`src/common/tinyqv_config.svh`:
```
`ifndef TINYQV_CONFIG_SVH
`define TINYQV_CONFIG_SVH

// Architectural register count
// x0 is hardwired to zero and has no storage
`define TQV_NUM_REGS 16

// Register index width for TQV_NUM_REGS registers
`define TQV_REG_ADDR_BITS 4

`endif

```
`src/common/tinyqv_pkg.sv`:
```
package tinyqv_pkg;

    // ALU operation encoded as {funct7[5], funct3}
    typedef enum logic [3:0] {
        ALU_ADD = 4'b0000,
        ALU_SLT = 4'b0010,
        ALU_XOR = 4'b0100,
        ALU_OR  = 4'b0110,
        ALU_AND = 4'b0111,
        ALU_SUB = 4'b1000
    } alu_op_t;

    // Store width in the data_write_n code
    typedef enum logic [1:0] {
        MEM_BYTE = 2'b00,
        MEM_HALF = 2'b01,
        MEM_WORD = 2'b10,
        MEM_NONE = 2'b11
    } mem_width_t;

    // Major opcodes handled by the decoder
    typedef enum logic [6:0] {
        OPC_OP_IMM = 7'b0010011,
        OPC_OP     = 7'b0110011,
        OPC_LUI    = 7'b0110111,
        OPC_STORE  = 7'b0100011
    } opcode_t;

    // One slice of the serial datapath
    typedef logic [3:0] nibble_t;

endpackage

```
`src/core/tinyqv_core.sv`:
```
`timescale 1ns/10ps
`include "tinyqv_config.svh"

module tinyqv_core (
    input  logic                          clk,
    input  logic                          rstn,
    input  logic [3:0]                    imm,
    input  logic                          is_alu_imm,
    input  logic                          is_alu_reg,
    input  logic                          is_lui,
    input  logic                          is_store,
    input  logic                          is_stall,
    input  tinyqv_pkg::alu_op_t           alu_op,
    input  logic [`TQV_REG_ADDR_BITS-1:0] rs1,
    input  logic [`TQV_REG_ADDR_BITS-1:0] rs2,
    input  logic [`TQV_REG_ADDR_BITS-1:0] rd,
    input  logic [2:0]                    counter,
    output logic [3:0]                    data_out,
    output logic [27:0]                   addr_out,
    output logic                          address_ready,
    output logic                          instr_complete
);
    import tinyqv_pkg::*;

    logic [`TQV_NUM_REGS*4-1:0] reg_nibbles;
    nibble_t     rs1_data;
    nibble_t     rs2_data;
    nibble_t     alu_b;
    nibble_t     alu_result;
    nibble_t     rd_data;
    logic        is_slt;
    logic        slt_second;
    logic        writes_rd;
    logic        reg_wen;
    logic [27:0] addr_shift;

    assign alu_b = is_alu_reg ? rs2_data : imm;

    tinyqv_alu i_alu (
        .clk     (clk),
        .op      (alu_op),
        .a       (rs1_data),
        .b       (alu_b),
        .counter (counter),
        .result  (alu_result)
    );

    assign is_slt    = (is_alu_imm || is_alu_reg) && (alu_op == ALU_SLT);
    assign writes_rd = is_alu_imm || is_alu_reg || is_lui;

    // Second SLT round only drops the result bit into nibble 0
    assign reg_wen = writes_rd && !is_stall && (!slt_second || counter == 3'd0);
    assign rd_data = is_lui ? imm : alu_result;

    assign reg_nibbles[3:0] = 4'h0;  // x0

    genvar i;
    generate
        for (i = 1; i < `TQV_NUM_REGS; i++) begin : g_reg
            localparam logic [`TQV_REG_ADDR_BITS-1:0] IDX = i;

            tinyqv_register i_reg (
                .clk      (clk),
                .wen      (reg_wen && rd == IDX),
                .data_in  (rd_data),
                .data_out (reg_nibbles[i*4 +: 4])
            );
        end
    endgenerate

    tinyqv_reg_read i_reg_read (
        .reg_nibbles (reg_nibbles),
        .rs1         (rs1),
        .rs2         (rs2),
        .rs1_data    (rs1_data),
        .rs2_data    (rs2_data)
    );

    always_ff @(posedge clk) begin
        if (!rstn) begin
            slt_second <= 1'b0;
        end else if (counter == 3'd7 && !is_stall) begin
            slt_second <= is_slt && !slt_second;
        end
    end

    // Nibbles 0..6 of the sum form the 28-bit address
    always_ff @(posedge clk) begin
        if (counter != 3'd7) begin
            addr_shift <= {alu_result, addr_shift[27:4]};
        end
    end

    assign addr_out       = addr_shift;
    assign address_ready  = is_store && !is_stall && (counter == 3'd7);
    assign data_out       = rs2_data;  // Store data streams straight from rs2
    assign instr_complete = (counter == 3'd7) && !is_stall && !(is_slt && !slt_second);

endmodule

```
`src/core/tinyqv_reg_read.sv`:
```
`timescale 1ns/10ps
`include "tinyqv_config.svh"

module tinyqv_reg_read (
    input  logic [`TQV_NUM_REGS*4-1:0]    reg_nibbles,
    input  logic [`TQV_REG_ADDR_BITS-1:0] rs1,
    input  logic [`TQV_REG_ADDR_BITS-1:0] rs2,
    output logic [3:0]                    rs1_data,
    output logic [3:0]                    rs2_data
);
    import tinyqv_pkg::*;

    nibble_t rs1_sel;
    nibble_t rs2_sel;

    // Loop starts at 1 so x0 falls through to zero
    always_comb begin
        rs1_sel = 4'h0;
        rs2_sel = 4'h0;
        for (int i = 1; i < `TQV_NUM_REGS; i++) begin
            if (rs1 == i[`TQV_REG_ADDR_BITS-1:0]) begin
                rs1_sel = reg_nibbles[i*4 +: 4];
            end
            if (rs2 == i[`TQV_REG_ADDR_BITS-1:0]) begin
                rs2_sel = reg_nibbles[i*4 +: 4];
            end
        end
    end

    assign rs1_data = rs1_sel;
    assign rs2_data = rs2_sel;

endmodule

```
`src/core/tinyqv_register.sv`:
```
`timescale 1ns/10ps

module tinyqv_register (
    input  logic       clk,
    input  logic       wen,
    input  logic [3:0] data_in,
    output logic [3:0] data_out
);

    logic [31:0] value;

    // Rotates right by a nibble every cycle, so nibble k sits at the
    // bottom when the round counter is k
    always_ff @(posedge clk) begin
        value <= {wen ? data_in : value[3:0], value[31:4]};
    end

    assign data_out = value[3:0];

endmodule

```
`src/verilog/tinyqv_alu.sv`:
```
`timescale 1ns/10ps

module tinyqv_alu (
    input  logic                clk,
    input  tinyqv_pkg::alu_op_t op,
    input  logic [3:0]          a,
    input  logic [3:0]          b,
    input  logic [2:0]          counter,
    output logic [3:0]          result
);
    import tinyqv_pkg::*;

    logic       is_sub;
    logic [3:0] b_in;
    logic       carry_in;
    logic [4:0] sum;
    logic       carry;
    logic       lt;

    assign is_sub   = (op == ALU_SUB) || (op == ALU_SLT);
    assign b_in     = is_sub ? ~b : b;
    assign carry_in = (counter == 3'd0) ? is_sub : carry;  // +1 completes two's complement
    assign sum      = {1'b0, a} + {1'b0, b_in} + {4'b0000, carry_in};

    always_ff @(posedge clk) begin
        carry <= sum[4];
        // Top nibble gives the sign of the difference corrected for overflow
        if (counter == 3'd7) begin
            lt <= sum[3] ^ ((a[3] == b_in[3]) && (sum[3] != a[3]));
        end
    end

    always_comb begin
        case (op)
            ALU_AND: result = a & b;
            ALU_OR:  result = a | b;
            ALU_XOR: result = a ^ b;
            ALU_SLT: result = (counter == 3'd0) ? {3'b000, lt} : 4'h0;
            default: result = sum[3:0];
        endcase
    end

endmodule

```
`src/verilog/tinyqv_cpu.sv`:
```
`timescale 1ns/10ps
`include "tinyqv_config.svh"

module tinyqv_cpu (
    input  logic                   clk,
    input  logic                   rstn,
    output logic [23:1]            instr_addr,
    output logic                   instr_fetch_restart,
    output logic                   instr_fetch_stall,
    input  logic                   instr_fetch_started,
    input  logic                   instr_fetch_stopped,
    input  logic [15:0]            instr_data_in,
    input  logic                   instr_ready,
    output logic [27:0]            data_addr,
    output tinyqv_pkg::mem_width_t data_write_n,
    output logic [31:0]            data_out,
    input  logic                   data_ready,
    output logic                   debug_instr_complete
);
    import tinyqv_pkg::*;

    // Fetch buffer
    logic [15:0] instr_data [0:3];
    logic [23:3] instr_data_start;    // Aligned base of the buffer window
    logic [2:1]  pc_offset;           // Next halfword to decode
    logic [3:1]  instr_write_offset;
    logic        instr_fetch_running;
    logic [3:1]  instr_avail;
    logic [3:1]  next_pc_offset;
    logic [2:1]  pc_offset_hi;
    logic [2:1]  pc_offset_nxt;
    logic [3:1]  write_offset_nxt;
    logic        pc_wrap;

    // Decoder outputs
    logic [31:0] instr;
    logic [31:0] imm_de;
    logic        is_alu_imm_de;
    logic        is_alu_reg_de;
    logic        is_lui_de;
    logic        is_store_de;
    alu_op_t     alu_op_de;
    mem_width_t  mem_width_de;
    logic [`TQV_REG_ADDR_BITS-1:0] rs1_de;
    logic [`TQV_REG_ADDR_BITS-1:0] rs2_de;
    logic [`TQV_REG_ADDR_BITS-1:0] rd_de;

    // Decode register
    logic [31:0] imm;
    logic        is_alu_imm;
    logic        is_alu_reg;
    logic        is_lui;
    logic        is_store;
    alu_op_t     alu_op;
    mem_width_t  mem_width;
    logic [`TQV_REG_ADDR_BITS-1:0] rs1;
    logic [`TQV_REG_ADDR_BITS-1:0] rs2;
    logic [`TQV_REG_ADDR_BITS-1:0] rd;
    logic        instr_valid;

    logic [2:0]  counter_hi;
    logic [4:0]  counter;             // Bit position of the current nibble
    logic        round_free;
    logic        take_instr;
    logic        no_write_in_progress;
    logic        stall_core;
    logic        instr_complete;
    logic [3:0]  data_out_slice;
    logic [27:0] addr_out;
    logic        address_ready;

    assign counter = {counter_hi, 2'b00};

    tinyqv_decoder i_decoder (
        .instr      (instr),
        .imm        (imm_de),
        .is_alu_imm (is_alu_imm_de),
        .is_alu_reg (is_alu_reg_de),
        .is_lui     (is_lui_de),
        .is_store   (is_store_de),
        .alu_op     (alu_op_de),
        .mem_width  (mem_width_de),
        .rs1        (rs1_de),
        .rs2        (rs2_de),
        .rd         (rd_de)
    );

    assign pc_offset_hi = pc_offset + 2'd1;
    assign instr        = {instr_data[pc_offset_hi], instr_data[pc_offset]};
    assign instr_avail  = instr_write_offset - {1'b0, pc_offset};

    // Decode register frees up at a round boundary once its instruction retires
    assign round_free = (counter_hi == 3'd7) && (!instr_valid || instr_complete);
    assign take_instr = round_free && (instr_avail >= 3'd2);

    always_ff @(posedge clk) begin
        if (!rstn) begin
            instr_valid <= 1'b0;
            is_alu_imm  <= 1'b0;
            is_alu_reg  <= 1'b0;
            is_lui      <= 1'b0;
            is_store    <= 1'b0;
        end else if (round_free) begin
            instr_valid <= take_instr;
            is_alu_imm  <= is_alu_imm_de;
            is_alu_reg  <= is_alu_reg_de;
            is_lui      <= is_lui_de;
            is_store    <= is_store_de;
        end
    end

    always_ff @(posedge clk) begin
        if (take_instr) begin
            imm       <= imm_de;
            alu_op    <= alu_op_de;
            mem_width <= mem_width_de;
            rs1       <= rs1_de;
            rs2       <= rs2_de;
            rd        <= rd_de;
        end
    end

    always_ff @(posedge clk) begin
        if (!rstn) begin
            counter_hi <= 3'd0;
        end else begin
            counter_hi <= counter_hi + 3'd1;
        end
    end

    // Hold a store until the previous write has been acknowledged
    assign stall_core = !instr_valid || (is_store && !no_write_in_progress);

    tinyqv_core i_core (
        .clk            (clk),
        .rstn           (rstn),
        .imm            (imm[counter +: 4]),
        .is_alu_imm     (is_alu_imm),
        .is_alu_reg     (is_alu_reg),
        .is_lui         (is_lui),
        .is_store       (is_store),
        .is_stall       (stall_core),
        .alu_op         (alu_op),
        .rs1            (rs1),
        .rs2            (rs2),
        .rd             (rd),
        .counter        (counter_hi),
        .data_out       (data_out_slice),
        .addr_out       (addr_out),
        .address_ready  (address_ready),
        .instr_complete (instr_complete)
    );

    always_ff @(posedge clk) begin
        if (address_ready) begin
            data_addr <= addr_out;
        end
    end

    always_ff @(posedge clk) begin
        if (!rstn) begin
            data_write_n         <= MEM_NONE;
            no_write_in_progress <= 1'b1;
        end else if (address_ready) begin
            data_write_n         <= mem_width;
            no_write_in_progress <= 1'b0;
        end else if (data_ready) begin
            data_write_n <= MEM_NONE;
            if (counter_hi == 3'd7) begin
                no_write_in_progress <= 1'b1;
            end
        end else if (counter_hi == 3'd7) begin
            no_write_in_progress <= (data_write_n == MEM_NONE);
        end
    end

    always_ff @(posedge clk) begin
        if (is_store && !stall_core) begin
            data_out[counter +: 4] <= data_out_slice;
        end
    end

    // Instruction fetch
    assign next_pc_offset   = {1'b0, pc_offset} + 3'd2;
    assign pc_wrap          = take_instr && next_pc_offset[3];
    assign pc_offset_nxt    = take_instr ? next_pc_offset[2:1] : pc_offset;
    assign write_offset_nxt = instr_write_offset
                            + {2'b00, instr_ready && instr_fetch_running}
                            - (pc_wrap ? 3'd4 : 3'd0);

    always_ff @(posedge clk) begin
        if (!rstn) begin
            instr_data_start    <= '0;
            pc_offset           <= 2'd0;
            instr_write_offset  <= 3'd0;
            instr_fetch_running <= 1'b0;
        end else begin
            if (instr_fetch_started) begin
                instr_fetch_running <= 1'b1;
            end else if (instr_fetch_stopped) begin
                instr_fetch_running <= 1'b0;
            end
            instr_write_offset <= write_offset_nxt;
            pc_offset          <= pc_offset_nxt;
            if (pc_wrap) begin
                instr_data_start <= instr_data_start + 21'd1;
            end
        end
    end

    always_ff @(posedge clk) begin
        if (instr_ready && instr_fetch_running) begin
            instr_data[instr_write_offset[2:1]] <= instr_data_in;
        end
    end

    // Full once four halfwords will be waiting after this edge
    assign instr_fetch_stall   = (write_offset_nxt - {1'b0, pc_offset_nxt}) == 3'd4;
    assign instr_fetch_restart = !instr_fetch_running;
    assign instr_addr          = {instr_data_start, 2'b00} + {20'd0, instr_write_offset};

    assign debug_instr_complete = instr_complete;

endmodule

```
`src/verilog/tinyqv_decoder.sv`:
```
`timescale 1ns/10ps
`include "tinyqv_config.svh"

module tinyqv_decoder (
    input  logic [31:0]                   instr,
    output logic [31:0]                   imm,
    output logic                          is_alu_imm,
    output logic                          is_alu_reg,
    output logic                          is_lui,
    output logic                          is_store,
    output tinyqv_pkg::alu_op_t           alu_op,
    output tinyqv_pkg::mem_width_t        mem_width,
    output logic [`TQV_REG_ADDR_BITS-1:0] rs1,
    output logic [`TQV_REG_ADDR_BITS-1:0] rs2,
    output logic [`TQV_REG_ADDR_BITS-1:0] rd
);
    import tinyqv_pkg::*;

    opcode_t     opcode;
    logic [2:0]  funct3;
    logic [6:0]  funct7;
    logic [31:0] imm_i;
    logic [31:0] imm_s;
    logic [31:0] imm_u;
    alu_op_t     f3_op;
    logic        f3_ok;

    assign opcode = opcode_t'(instr[6:0]);
    assign funct3 = instr[14:12];
    assign funct7 = instr[31:25];

    // Upper index bits ignored so x16 and up alias the low registers
    assign rd  = instr[7 +: `TQV_REG_ADDR_BITS];
    assign rs1 = instr[15 +: `TQV_REG_ADDR_BITS];
    assign rs2 = instr[20 +: `TQV_REG_ADDR_BITS];

    assign imm_i = {{20{instr[31]}}, instr[31:20]};
    assign imm_s = {{20{instr[31]}}, instr[31:25], instr[11:7]};
    assign imm_u = {instr[31:12], 12'h000};

    // OP and OP-IMM share this funct3 map
    always_comb begin
        f3_ok = 1'b1;
        case (funct3)
            3'b000:  f3_op = ALU_ADD;
            3'b010:  f3_op = ALU_SLT;
            3'b100:  f3_op = ALU_XOR;
            3'b110:  f3_op = ALU_OR;
            3'b111:  f3_op = ALU_AND;
            default: begin
                f3_op = ALU_ADD;   // Shifts and unsigned compares
                f3_ok = 1'b0;
            end
        endcase
    end

    always_comb begin
        is_alu_imm = 1'b0;
        is_alu_reg = 1'b0;
        is_lui     = 1'b0;
        is_store   = 1'b0;
        alu_op     = f3_op;
        mem_width  = MEM_NONE;
        imm        = imm_i;
        case (opcode)
            OPC_OP_IMM: is_alu_imm = f3_ok;
            OPC_OP: begin
                if (funct7 == 7'b0000000) begin
                    is_alu_reg = f3_ok;
                end else if (funct7 == 7'b0100000 && funct3 == 3'b000) begin
                    is_alu_reg = 1'b1;
                    alu_op     = ALU_SUB;
                end
            end
            OPC_LUI: begin
                is_lui = 1'b1;
                imm    = imm_u;
            end
            OPC_STORE: begin
                alu_op = ALU_ADD;  // rs1 + offset
                imm    = imm_s;
                if (!funct3[2] && funct3[1:0] != 2'b11) begin
                    is_store  = 1'b1;
                    mem_width = mem_width_t'(funct3[1:0]);
                end
            end
            default: ;  // Anything else retires with no effect
        endcase
    end

endmodule
```
`config.mk`:
```
export PLATFORM = sky130hd
export DESIGN_NAME = tinyqv_cpu
export DESIGN_NICKNAME = d
export VERILOG_FILES = /design/src/common/tinyqv_pkg.sv /design/src/core/tinyqv_core.sv /design/src/core/tinyqv_reg_read.sv /design/src/core/tinyqv_register.sv /design/src/verilog/tinyqv_alu.sv /design/src/verilog/tinyqv_cpu.sv /design/src/verilog/tinyqv_decoder.sv
export VERILOG_INCLUDE_DIRS = /design/src /design/src/common
export SDC_FILE = /design/constraint.sdc
export NUM_CORES = 1
export LEC_CHECK = 0
export BUFFER_PORTS_ARGS = -buffer_cell sky130_fd_sc_hd__buf_2
export CAP_MARGIN = 20
export CORE_MARGIN = 1.5
export CORE_UTILIZATION = 60
export CTS_BUF_LIST = sky130_fd_sc_hd__clkbuf_4 sky130_fd_sc_hd__clkbuf_8
export DETAILED_ROUTE_END_ITERATION = 8
export HOLD_SLACK_MARGIN = 0.06
export PLACE_DENSITY = 0.79
export RECOVER_POWER = 25
export SLEW_MARGIN = 20
export SYNTH_ARGS = -nofsm -noshare
export SYNTH_HDL_FRONTEND = slang
export SYNTH_SLANG_ARGS = --single-unit
```
`constraint.sdc`:
```
create_clock -name clk -period 7.6 [get_ports clk]
set_input_delay 0 -clock clk [delete_from_list [all_inputs] [get_ports clk]]
set_output_delay 0 -clock clk [all_outputs]
set_load 0.005 [all_outputs]
```
Word level (Yosys, flattened, before mapping)
Memories as Yosys holds them, arrays and structs flattened. A register that Yosys moved wholly into a read port is not among the register bits.
Cells that the tools add are included.
W data, S select, Z words.
Word-level totals
  output and inout port bits: 88
  register bits: 659
  memories: 1
  input port bits: 22
  RAM bits: 64
  logic and storage cells: 257
Memory list
  instr_data: words 4, width 16, read ports 2, clocked after Yosys merged registers in 1, wr ports 1, line tinyqv_cpu.sv:23  | logic [15:0] instr_data [0:3];
Operators by class
  muxes and demuxes: 78
  shifts and indexed selects: 3
  equality and inequality tests: 66
  bitwise operators: 5
  add/sub/neg operators: 12
  reduce and logical (&&, ||, !) cells: 52
  order comparisons: 1
Operators by type and width (number)
  $mux W4: 50
  $eq A4 B4 Y1 const B: 25
  $pmux W31 S2: 1
  $eq A4 B3 Y1 const B: 15
  $bwmux W32: 1
  $shift A4 B7 Y32 const A: 1
  $shiftx A32 B6 Y4: 1
  $shiftx A4 B7 Y32: 1
  $logic_and A1 B1 Y1: 31
  $eq A4 B2 Y1 const B: 7
  $eq A7 B6 Y1 const B: 4
  $add A23 B3 Y23: 1
  $add A21 B1 Y21 const B: 1
  $mux W1: 18
  $pmux W4 S4: 1
  $eq A3 B3 Y1 const B: 5
  $eq A4 B1 Y1 const B: 3
  $pmux W3 S4: 1
  $mux W2: 4
  $pmux W4 S2: 1
  $eq A7 B5 Y1 const B: 1
  $logic_not A1 Y1: 7
  $logic_not A7 Y1: 1
  $neg A5 Y7: 1
  26 further kinds: 35

Longest topological paths before layout
Gate-level depths: netlist of the first run.
  depth in word-level cells: 24
  mapped depth: 17

Hierarchy
A second synthesis of the first run with hierarchy kept.
Second synthesis, totals
  cell total of the unflattened synthesis: 1556
  area total of the unflattened synthesis: 22754.3 sq um
By module, submodules not included
  tinyqv_register: times used 15, cells each 40, sequential area each 640.6 sq um, area an instance 715.7 sq um
  tinyqv_cpu: times used 1, cells each 540, sequential area each 5965.7 sq um, area an instance 8250.4 sq um
  tinyqv_reg_read: times used 1, cells each 177, sequential area each 0.0 sq um, area an instance 1320.0 sq um
  tinyqv_core: times used 1, cells each 73, sequential area each 860.8 sq um, area an instance 1164.9 sq um
  tinyqv_decoder: times used 1, cells each 91, sequential area each 0.0 sq um, area an instance 668.1 sq um
  tinyqv_alu: times used 1, cells each 75, sequential area each 50.0 sq um, area an instance 615.6 sq um

Worst setup path before layout of the first run
Ideal clock, no wire load.
  path kind: flip-flop to flip-flop
  start point: register alu_op[1]
  end point: register instr_data_start[22] (netlist name)
  path buffers: 3
  slack: 2.079 ns
  stages on the path, launching flop included: 16
  data required time: 7.485 ns
  data arrival time: 5.406 ns
  library setup time: 0.115 ns
  cells stage by stage: edfxtp_1 buf_2 or4b_1 nor3_2 o21ai_1 nand2_1 a21oi_1 ha_1 buf_2 nand4_1 or2_2 clkbuf_1 nor3_1 nand3_1 xnor2_1 and2_1
On the way
  longest elaborated chain between the ends: 9
Ends and longest elaborated chain
  start, declared: line tinyqv_cpu.sv:54  | alu_op_t alu_op;
  start signal, assigned: line tinyqv_cpu.sv:115  | alu_op <= alu_op_de;
  $eq A4 B2 Y1: line tinyqv_core.sv:48  | assign is_slt = (is_alu_imm || is_alu_reg) && (alu_op == ALU_SLT);
  $logic_and A1 B1 Y1: line tinyqv_core.sv:48
  $logic_and A1 B1 Y1: line tinyqv_core.sv:97  | assign instr_complete = (counter == 3'd7) && !is_stall && !(is_slt && !slt_second);
  $logic_not A1 Y1: line tinyqv_core.sv:97
  $logic_and A1 B1 Y1: line tinyqv_core.sv:97
  $logic_or A1 B1 Y1: line tinyqv_cpu.sv:93  | assign round_free = (counter_hi == 3'd7) && (!instr_valid || instr_complete);
  $logic_and A1 B1 Y1: line tinyqv_cpu.sv:93
  $logic_and A1 B1 Y1: line tinyqv_cpu.sv:94  | assign take_instr = round_free && (instr_avail >= 3'd2);
  net take_instr: line tinyqv_cpu.sv:64  | logic take_instr;
  $logic_and A1 B1 Y1: line tinyqv_cpu.sv:185  | assign pc_wrap = take_instr && next_pc_offset[3];
  net pc_wrap: line tinyqv_cpu.sv:33  | logic pc_wrap;
  end signal, assigned: line tinyqv_cpu.sv:206  | instr_data_start <= instr_data_start + 21'd1;
  end, declared: line tinyqv_cpu.sv:24  | logic [23:3] instr_data_start;
The timed path passes the listed nets, and every way through them passes these cells.
A chain may end at the register's enable or synchronous reset.

Worst setup path in the final report of the first run
  start point: register rs1[1]
  end point: register i_core.g_reg[2].i_reg.value[31]
On the way
  longest elaborated chain between the ends: 21
  elaborated cells on any way between the ends: 38
  those cells by class: 2 x add/sub; 15 x eq/ne; 18 x mux; 3 x bitwise
Ends and longest elaborated chain
  start, declared: line tinyqv_cpu.sv:56  | logic [`TQV_REG_ADDR_BITS-1:0] rs1;
  start signal, assigned: line tinyqv_cpu.sv:117  | rs1 <= rs1_de;
  $eq A4 B1 Y1: line tinyqv_reg_read.sv:21  | if (rs1 == i[`TQV_REG_ADDR_BITS-1:0]) begin
  $mux W4 (14 in series): line tinyqv_reg_read.sv:21
  $mux W4 *: line tinyqv_reg_read.sv:21
  $add A4 B4 Y5: line tinyqv_alu.sv:23  | assign sum = {1'b0, a} + {1'b0, b_in} + {4'b0000, carry_in};
  $add A5 B1 Y5: line tinyqv_alu.sv:23
  $pmux W4 S4 *: line tinyqv_alu.sv:34  | case (op)
  net i_core.alu_result[3]: line tinyqv_core.sv:29  | nibble_t alu_result;
  $mux W4 *: line tinyqv_core.sv:53  | assign rd_data = is_lui ? imm : alu_result;
  $mux W4 *: line tinyqv_register.sv:15  | value <= {wen ? data_in : value[3:0], value[31:4]};
  end signal, assigned: line tinyqv_register.sv:15
  end, declared: line tinyqv_register.sv:10  | logic [31:0] value;
The timed path passes the listed nets; every way through them passes the cells marked *.

==> results.sh, run 1 <==
export IMPL_chipWidth_um=195
export IMPL_synthAdderAreaFrac=0.0165
export IMPL_cts_sinks=722
export IMPL_synth_xor_area_frac=0.0186
export IMPL_powerDensity_nw_per_um2=285
export IMPL_clock_skew_ps=27.6
export IMPL_hold_ws_ps=168
export IMPL_vias=11818
export IMPL_clk_pin_slew_ps=60
export IMPL_syn_cell_area_um2=22100
export IMPL_finalCritPeriodShare=0.597
export IMPL_start_util=0.606
export IMPL_synth_most_common_cell="dfxtp_1"
export IMPL_cap_violations=0
export IMPL_synthFlopType="dfxtp_1"
export IMPL_path_max_fanout=30
export IMPL_synth_top_area_cell="dfxtp_1"
export IMPL_synth_cells=1491
export IMPL_p_leak_nw=9.98
export IMPL_final_area_um2=25600
export IMPL_setup_tns_ps=0
export IMPL_largest_reg_flops=480
export IMPL_critPathKind="flop to flop"
export IMPL_synth_compound_area_frac=0.0487
export IMPL_min_path_type="input pin to flop"
export IMPL_min_period_ps=4540
export IMPL_hold_viol_final=0
export IMPL_gp_routability_congestion=0.838
export IMPL_io_buffers=109
export IMPL_registers_top_by_ff_count="i_core.g.i_reg.value"
export IMPL_drt_wl_total_um=41800
export IMPL_max_slew_worst_pin_slew_ps=1060
export IMPL_grt_max_degree=51
export IMPL_place_area_um2=23000
export IMPL_antenna_found_initial=0
export IMPL_grt_overflow=0
export IMPL_worstPathArrival_ps=5090
export IMPL_fp_dieArea_um2=38000
export IMPL_finalMaxSlewViolations=0
export IMPL_core_area_um2=36400
export IMPL_ant_nets=0
export IMPL_ir_drop_v=0.000168
export IMPL_drtIter0Drc=788
export IMPL_ys_types=81
export IMPL_synth_top_family_by_area="multiplexers"
export IMPL_hpwl_um=27000
export IMPL_yosys_area_top_type_share=0.471
export IMPL_die_y_um=195
export IMPL_setup_worst_path_start_class="flop"
export IMPL_grtUsageTotal=0.221
export IMPL_synthTopCellsByArea="dfxtp_1, edfxtp_1, mux2_2"
export IMPL_synth_edff_count=203
export IMPL_fmax_mhz=220
export IMPL_maxSlewHeadroom=0.296
export IMPL_critPathRequiredTime_ps=8150
export IMPL_area_growth_pct=15.8
export IMPL_clock_path_buffers=3
export IMPL_post_drt_via_cell_ratio=5.28
export IMPL_drive_above_1_share=0.235
export IMPL_synth_fp_nets=1541
export IMPL_row_count=70
export IMPL_grt_pass1_vias=11785
export IMPL_critPathCaptureType="flop"
export IMPL_setup_viol=0
export IMPL_dr_pass1_iters=6
export IMPL_async_flop_share=0
export IMPL_htreeDepth=3
export IMPL_synth_common_cells="dfxtp_1, edfxtp_1, nor2_1"
export IMPL_avgSynthCellArea_um2=14.8
export IMPL_ys_warn_count=0
export IMPL_cts_made_buffers=101
export IMPL_io_pins=110
export IMPL_synth_seq_cells=722
export IMPL_layout_nets=1739
export IMPL_ys_seq_area_frac=0.747
export IMPL_antenna_cells=0
export IMPL_muxShareOfSynthArea=0.0785
export IMPL_grt_pass1_wl_um=64300
export IMPL_cts_tree="yes"
export IMPL_status="finished clean"
export IMPL_rsz0062_at_grt="false"
export IMPL_clockRootBuffer="clkbuf_8"
export IMPL_cts_resized=0
export IMPL_wl_per_cell_um=18.7
export IMPL_drcViolationCount=0
export IMPL_yosys_area_share_simple=0.0718
export IMPL_fillers=2368
export IMPL_clk_latency_ps=680
[metal layers]
metal,GRT usage,up-vias,wire length [um]
li1,-,5661,-
met1,0.292,5732,18500
met2,0.359,342,20000
met3,0.0413,83,1990
met4,0.101,0,1270
met5,0,-,0
[layout make-up]
type	instances	area, um2	share of cell area
well taps	468	586	0.0229
inverters	33	124	0.00484
repair buffers	152	960	0.0375
flip-flops and latches	722	16500	0.645
multi-input cells	679	5190	0.203
clock buffers	152	1910	0.0747
clock inverters	33	320	0.0125
[timing repair]
item / 4_1_cts / 5_1_grt
endpoints found under the hold margin: 134 / 0
hold buffers: 33 / 0
setup buffers: 0 / 0
[worst paths after layout]
path / slack [ps] / cells past startpoint / endpoint / startpoint
worst min register to register: 310 / 0 / i_core.g_reg[13].i_reg.value[5] / i_core.g_reg[13].i_reg.value[9]
worst max register to register: 3060 / 11 / i_core.g_reg[2].i_reg.value[31] / rs1[1]
worst max-delay path: 3060 / 11 / i_core.g_reg[2].i_reg.value[31] / rs1[1]
worst min-delay path: 170 / 2 / instr_data[3][14] / instr_data_in[14]
[where the power goes]
| part | total (W) | leakage, nW | switching (W) | internal, W |
|---|---|---|---|---|
| clock | 0.00318 | 1.20 | 0.00139 | 0.00179 |
| sequential | 0.00399 | 6.07 | 0.0000168 | 0.00397 |
| combinational | 0.000121 | 2.71 | 0.0000680 | 0.0000528 |
[cells by family (layout without fill, tap and decap cells)]
logic type | after synthesis | in the layout
DFF | 722 | 722
and+or+nand+nor | 313 | 313
AOI/OAI and AO/OA | 154 | 154
muxes | 138 | 138
buffers and inverters | 90 | 370
xor gates and xnor gates | 46 | 46
adders and majority gates | 28 | 28
[critical path, stage by stage, from the launching register on]
cell      delay (ps)
edfxtp_1        1040
inv_1            270
nor2_1           320
a221oi_1         180
o31ai_1          550
ha_1             330
nor2b_1          130
o21a_1           170
or3_1            310
a31o_2           260
o21a_1           450
mux2_2           400
[cells in the final DEF, fill, tap and decap left out, drive strengths merged, types with 6 or more instances in the layout]
cell type and n:
dfxtp 519, edfxtp 203, clkbuf 161, buf 110, nor2 99, mux2 82
nand2 53, mux2i 39, inv 38, o21ai 37, dlygate4sd3 33, a21oi 29
and2 27, xnor2 27, ha 26, nor3 25, clkinv 22, xor2 19
nand3 18, mux4 17, nand4 16, nand2b 13, and3 12, nor2b 11
a22oi 9, a211oi 9, or3 9, a21boi 9, o21a 8, or2 8
o211ai 6, a21o 6, o22ai 6
[through the flow]
step           utilization  cells  worst slack [ps]  total power, W
2_1_floorplan            -   1491              2080         0.00414
3_3_place_gp         0.631   2020              2930         0.00418
3_5_place_dp         0.631   2020              2800         0.00418
4_1_cts              0.702   2238              2800         0.00735
5_1_grt              0.702   2239              2750         0.00753
6_report             0.702   2239              3060         0.00729
(Power assumes the default switching activity.)
==> run 2: changes to the inputs <==
Settings changed: CORE_UTILIZATION 60 to 56, PLACE_DENSITY 0.79 to 0.78.
Clock period 7.6 ns to 4.1 ns, I/O delays scaled along.
==> run 2 against run 1 <==
Critical path depth is 4 higher. Setup slack worse by 2800 ps. Global-route usage is 0.37 points lower. Count of clock-buffer cells in the layout is 9 higher. Final cell count is 4.1% higher. Wire length is 4.3% higher. Clock power is 96% higher. Utilization is 2.8 points lower. Critical path type unchanged.
==> results.sh, run 2 (same netlist as run 1, synthesis figures left out) <==
export IMPL_powerDensity_nw_per_um2=531
export IMPL_rsz0062_at_grt="false"
export IMPL_drtIter0Drc=651
export IMPL_row_count=72
export IMPL_holdPathStages=4
export IMPL_start_util=0.570
export IMPL_critPathCaptureType="flop"
export IMPL_clock_skew_ps=18.8
export IMPL_status="finished clean"
export IMPL_final_common_cell="dfxtp_1"
export IMPL_hold_viol_final=0
export IMPL_setup_viol=0
export IMPL_cts_made_buffers=102
export IMPL_htreeDepth=3
export IMPL_setup_worst_path_start_class="flop"
export IMPL_clk_pin_slew_ps=70
export IMPL_min_path_type="input pin to flop"
export IMPL_hpwl_um=28400
export IMPL_antenna_found_initial=0
export IMPL_clock_path_buffers=3
export IMPL_core_area_um2=38700
export IMPL_cts_tree="yes"
export IMPL_pre_cts_slack_ps=235
export IMPL_drt_wl_total_um=43600
export IMPL_die_y_um=202
export IMPL_gp_routability_congestion=0.858
export IMPL_cap_violations=0
export IMPL_grt_use_met2=0.351
export IMPL_dr_pass1_iters=7
export IMPL_cts_sinks=722
export IMPL_chipWidth_um=202
export IMPL_slowest_stage="mux4_2"
export IMPL_finalMaxSlewViolations=0
export IMPL_path_max_fanout=30
export IMPL_finish_utilization=0.674
export IMPL_p_leak_nw=10.3
export IMPL_setup_ws_ps=253
export IMPL_cp_common_cell="o21a_1"
export IMPL_met1_usage=0.296
export IMPL_wl_per_cell_um=18.7
export IMPL_path_cells="buf_12 -> mux2i_1 -> mux4_2 -> nand2_2 -> o221ai_4 -> mux2_4 -> xnor2_2 -> ha_1 -> nor2b_1 -> o21a_1 -> or3_1 -> a31o_2 -> o21a_1 -> buf_4 -> mux2_2"
export IMPL_post_drt_via_cell_ratio=5.15
export IMPL_min_period_ps=3850
export IMPL_ant_nets=0
export IMPL_vias=12003
export IMPL_met3_usage=0.0385
export IMPL_area_growth_pct=18.3
export IMPL_critPathRequiredTime_ps=4650
export IMPL_io_buffers=109
export IMPL_fp_dieArea_um2=40600
export IMPL_worst_path_largest_cell_delay_ps=470
export IMPL_setup_tns_ps=0
export IMPL_busiest_layer="met2"
export IMPL_ir_drop_v=0.000483
export IMPL_layout_nets=1777
export IMPL_worstPathArrival_ps=4390
export IMPL_registers_top_by_ff_count="i_core.g.i_reg.value"
export IMPL_largest_reg_flops=480
export IMPL_grt_max_degree=51
export IMPL_clk_latency_ps=660
export IMPL_max_slew_worst_pin_slew_ps=831
export IMPL_grtUsageTotal=0.218
export IMPL_maxSlewHeadroom=0.446
export IMPL_grt_pass1_vias=12258
export IMPL_grt_overflow=0
export IMPL_io_pins=110
export IMPL_clockRootBuffer="clkbuf_8"
export IMPL_finalCritPeriodShare=0.938
export IMPL_critPathKind="flop to flop"
export IMPL_drive_above_1_share=0.253
export IMPL_fmax_mhz=260
export IMPL_fin_cells=2331
export IMPL_dp_cells=2098
export IMPL_worstRegToRegCells=15
export IMPL_grt_pass1_wl_um=67900
export IMPL_drcViolationCount=0
export IMPL_final_cell_mix="dfxtp_1, edfxtp_1, clkbuf_8, buf_2, nor2_1"
==> run 2: routing by layer <==
| metal | vias up | wire [um] |
|---|---|---|
| li1 | 5726 | - |
| met1 | 5910 | 19900 |
| met2 | 288 | 20800 |
| met3 | 79 | 1800 |
| met4 | 0 | 1030 |
| met5 | - | 0 |
==> run 2: final timing paths <==
kind | from | slack, ps | endpoint
hold / removal | instr_fetch_stopped | 170 | instr_fetch_running
setup reg to reg | rs2[1] | 250 | i_core.g_reg[11].i_reg.value[31]
setup / recovery | rs2[1] | 250 | i_core.g_reg[11].i_reg.value[31]
hold reg to reg | i_core.g_reg[2].i_reg.value[26] | 310 | i_core.g_reg[2].i_reg.value[22]
==> run 2: critical path, delay by kind of cell, from the launching register on <==
family | cells | cell delay, ps
buffers and inverters | 2 | 400
adder cells (fa/ha/maj) | 1 | 260
multiplexers | 4 | 1190
AO/OA/AOI/OAI | 4 | 700
AND/OR/NAND/NOR | 3 | 540
flip-flops | 1 | 420
XOR/XNOR | 1 | 210
==> run 2: through the flow <==
stage | cell area (um2) | hold WS (ps) | total power (W)
5_1_grt | 26100 | 186 | 0.0143
6_report | 26100 | 166 | 0.0139
2_1_floorplan | 22100 | 98.9 | 0.00767
3_3_place_gp | 23300 | 210 | 0.00775
3_5_place_dp | 23300 | 217 | 0.00776
4_1_cts | 26100 | 71.6 | 0.0140
==> run 2: final cells by class <==
type | count | area [um2]
Antenna cell | 1 | 2.50
Clock buffer | 161 | 2040
Clock inverter | 28 | 345
Fill cell | 2656 | 12600
Inverter | 33 | 124
Multi-Input combinational cell | 679 | 5190
Sequential cell | 722 | 16500
Tap cell | 518 | 648
Timing Repair Buffer | 189 | 1280
==> run 2: what timing repair did <==
action / 4_1_cts / 5_1_grt
hold buffers: 39 / 0
endpoints found under the setup margin: 0 / 6
endpoints found under the hold margin: 134 / 0
setup buffers: 0 / 4
gates resized for setup: 0 / 0
==> run 2: where the power goes <==
| part | internal (W) | switching [W] | total (W) | leakage (nW) |
|---|---|---|---|---|
| Combinational | 0.000108 | 0.000134 | 0.000242 | 2.92 |
| Sequential | 0.00737 | 0.0000309 | 0.00740 | 6.07 |
| Clock | 0.00363 | 0.00260 | 0.00623 | 1.26 |
==> run 3: changes to the inputs <==
Settings changed: CORE_MARGIN 1.5 to unset, RECOVER_POWER 25 to 50, SLEW_MARGIN 20 to 25.
==> run 3 against run 2 <==
Final cell count down 0.77%. Total power down 3.7%. Clock skew up 12 ps. Count of clock-buffer cells in the layout up 3. Hold slack better by 13 ps. Critical path depth down 1. Highest routed layer unchanged. Sequential share of layout area up 0.84 points.
==> results.sh, run 3 (same netlist as run 1, synthesis figures left out) <==
export IMPL_status="finished clean"
export IMPL_grt_pass1_wl_um=66400
export IMPL_registers_top_by_ff_count="i_core.g.i_reg.value"
export IMPL_row_count=72
export IMPL_gp_routability_congestion=0.853
export IMPL_slowest_stage="fa_1"
export IMPL_maxSlewHeadroom=0.452
export IMPL_fmax_mhz=255
export IMPL_final_cell_mix="dfxtp_1, edfxtp_1, clkbuf_8, buf_2, nor2_1"
export IMPL_setup_tns_ps=0
export IMPL_grtUsageTotal=0.215
export IMPL_drive_above_1_share=0.247
export IMPL_ir_drop_v=0.000356
export IMPL_drcViolationCount=0
export IMPL_drt_wl_total_um=42700
export IMPL_clock_skew_ps=30.9
export IMPL_final_area_um2=25800
export IMPL_wl_per_cell_um=18.5
export IMPL_critPathRequiredTime_ps=4620
export IMPL_antenna_found_initial=0
export IMPL_cts_made_buffers=101
export IMPL_largest_reg_flops=480
export IMPL_final_common_cell="dfxtp_1"
export IMPL_powerDensity_nw_per_um2=518
export IMPL_setup_ws_ps=178
export IMPL_clk_latency_ps=660
export IMPL_io_buffers=109
export IMPL_min_period_ps=3920
export IMPL_max_slew_worst_pin_slew_ps=822
export IMPL_layout_nets=1765
export IMPL_drtIter0Drc=767
export IMPL_fp_dieArea_um2=40200
export IMPL_finalMaxSlewViolations=0
export IMPL_start_util=0.570
export IMPL_finalCritPeriodShare=0.957
export IMPL_grt_overflow=0
export IMPL_antenna_cells=0
export IMPL_hold_viol_final=0
export IMPL_critPathCaptureType="flop"
export IMPL_critPathKind="flop to flop"
export IMPL_cts_sinks=722
export IMPL_io_pins=110
export IMPL_area_growth_pct=16.7
export IMPL_hpwl_um=28300
export IMPL_ant_nets=0
export IMPL_grt_pass1_vias=11930
export IMPL_min_path_type="input pin to flop"
export IMPL_worst_path_largest_cell_delay_ps=460
export IMPL_dr_pass1_iters=5
export IMPL_rsz0062_at_grt="false"
export IMPL_die_y_um=201
export IMPL_setup_viol=0
export IMPL_pre_cts_slack_ps=60.7
export IMPL_grt_max_degree=51
export IMPL_clockRootBuffer="clkbuf_8"
export IMPL_cts_tree="yes"
export IMPL_p_leak_nw=10.1
export IMPL_core_area_um2=38700
export IMPL_critical_path_buf_inv_count=3
export IMPL_path_cells="buf_4 -> o21a_1 -> a211oi_1 -> a2111oi_0 -> o22ai_1 -> and3_1 -> a31o_2 -> fa_1 -> inv_1 -> fa_1 -> a2bb2oi_1 -> mux2i_1 -> buf_4 -> mux2_2"
export IMPL_path_max_fanout=15
export IMPL_worstPathArrival_ps=4440
export IMPL_clk_pin_slew_ps=70
export IMPL_cap_violations=0
export IMPL_post_drt_via_cell_ratio=5.14
export IMPL_crit_family="compound AO/OA/AOI/OAI gates"
export IMPL_chipWidth_um=201
export IMPL_place_area_um2=23300
export IMPL_vias=11881
export IMPL_p_total_w=0.0134
export IMPL_setup_worst_path_start_class="flop"
export IMPL_clock_path_buffers=3
export IMPL_htreeDepth=3
## run 3: cell count changes in the layout (fill, tap and decap cells not counted), moves of 5 or more
cell / change
clkbuf_4: +13
clkbuf_8: -10
dlygate4sd3_1: -10
buf_2: -9
clkbuf_1: +9
bufinv_16: -5
## run 3: area by class of cell
class	count	area (um2)
clock buffer	164	2000
fill	2705	13000
clock inverter	19	161
tap	518	648
inverter	33	124
sequential	722	16500
multi-input combinational	679	5190
timing repair buffer	178	1160
## run 3: power by group
group          switching [W]  internal [W]  leakage, nW
Clock                0.00251       0.00321         1.15
Combinational       0.000136      0.000103         2.85
Sequential         0.0000307       0.00737         6.07
Total                0.00268        0.0107         10.1
## run 3: final timing paths
check | from | cells after the start | end | slack (ps)
setup / recovery | rs1[1] | 14 | i_core.g_reg[8].i_reg.value[29] | 180
hold / removal | instr_data_in[12] | 2 | instr_data[3][12] | 180
setup reg to reg | rs1[1] | 14 | i_core.g_reg[8].i_reg.value[29] | 180
hold reg to reg | i_core.g_reg[13].i_reg.value[20] | 0 | i_core.g_reg[13].i_reg.value[16] | 300
## run 3: routing by layer
metal	wire, um	global-route usage	part of all wire
met1	19600	0.296	0.46
met2	20400	0.340	0.48
met3	1880	0.0451	0.044
met4	867	0.0736	0.020
met5	0	0	0
## run 3: timing repair
| action | CTS | global route |
|---|---|---|
| resized for setup | 0 | 1 |
| endpoints found under the setup margin | 0 | 15 |
| hold buffers | 29 | 0 |
| endpoints found under the hold margin | 134 | 0 |
| buffers inserted | 0 | 3 |
## run 3: metrics by stage
stage	util	instances	hold slack [ps]
after global routing	0.665	2313	159
after CTS	0.665	2310	66.5
after global placement	0.602	2098	209
after detailed placement	0.602	2098	216
final	0.665	2313	179
after floorplan	-	1491	98.9
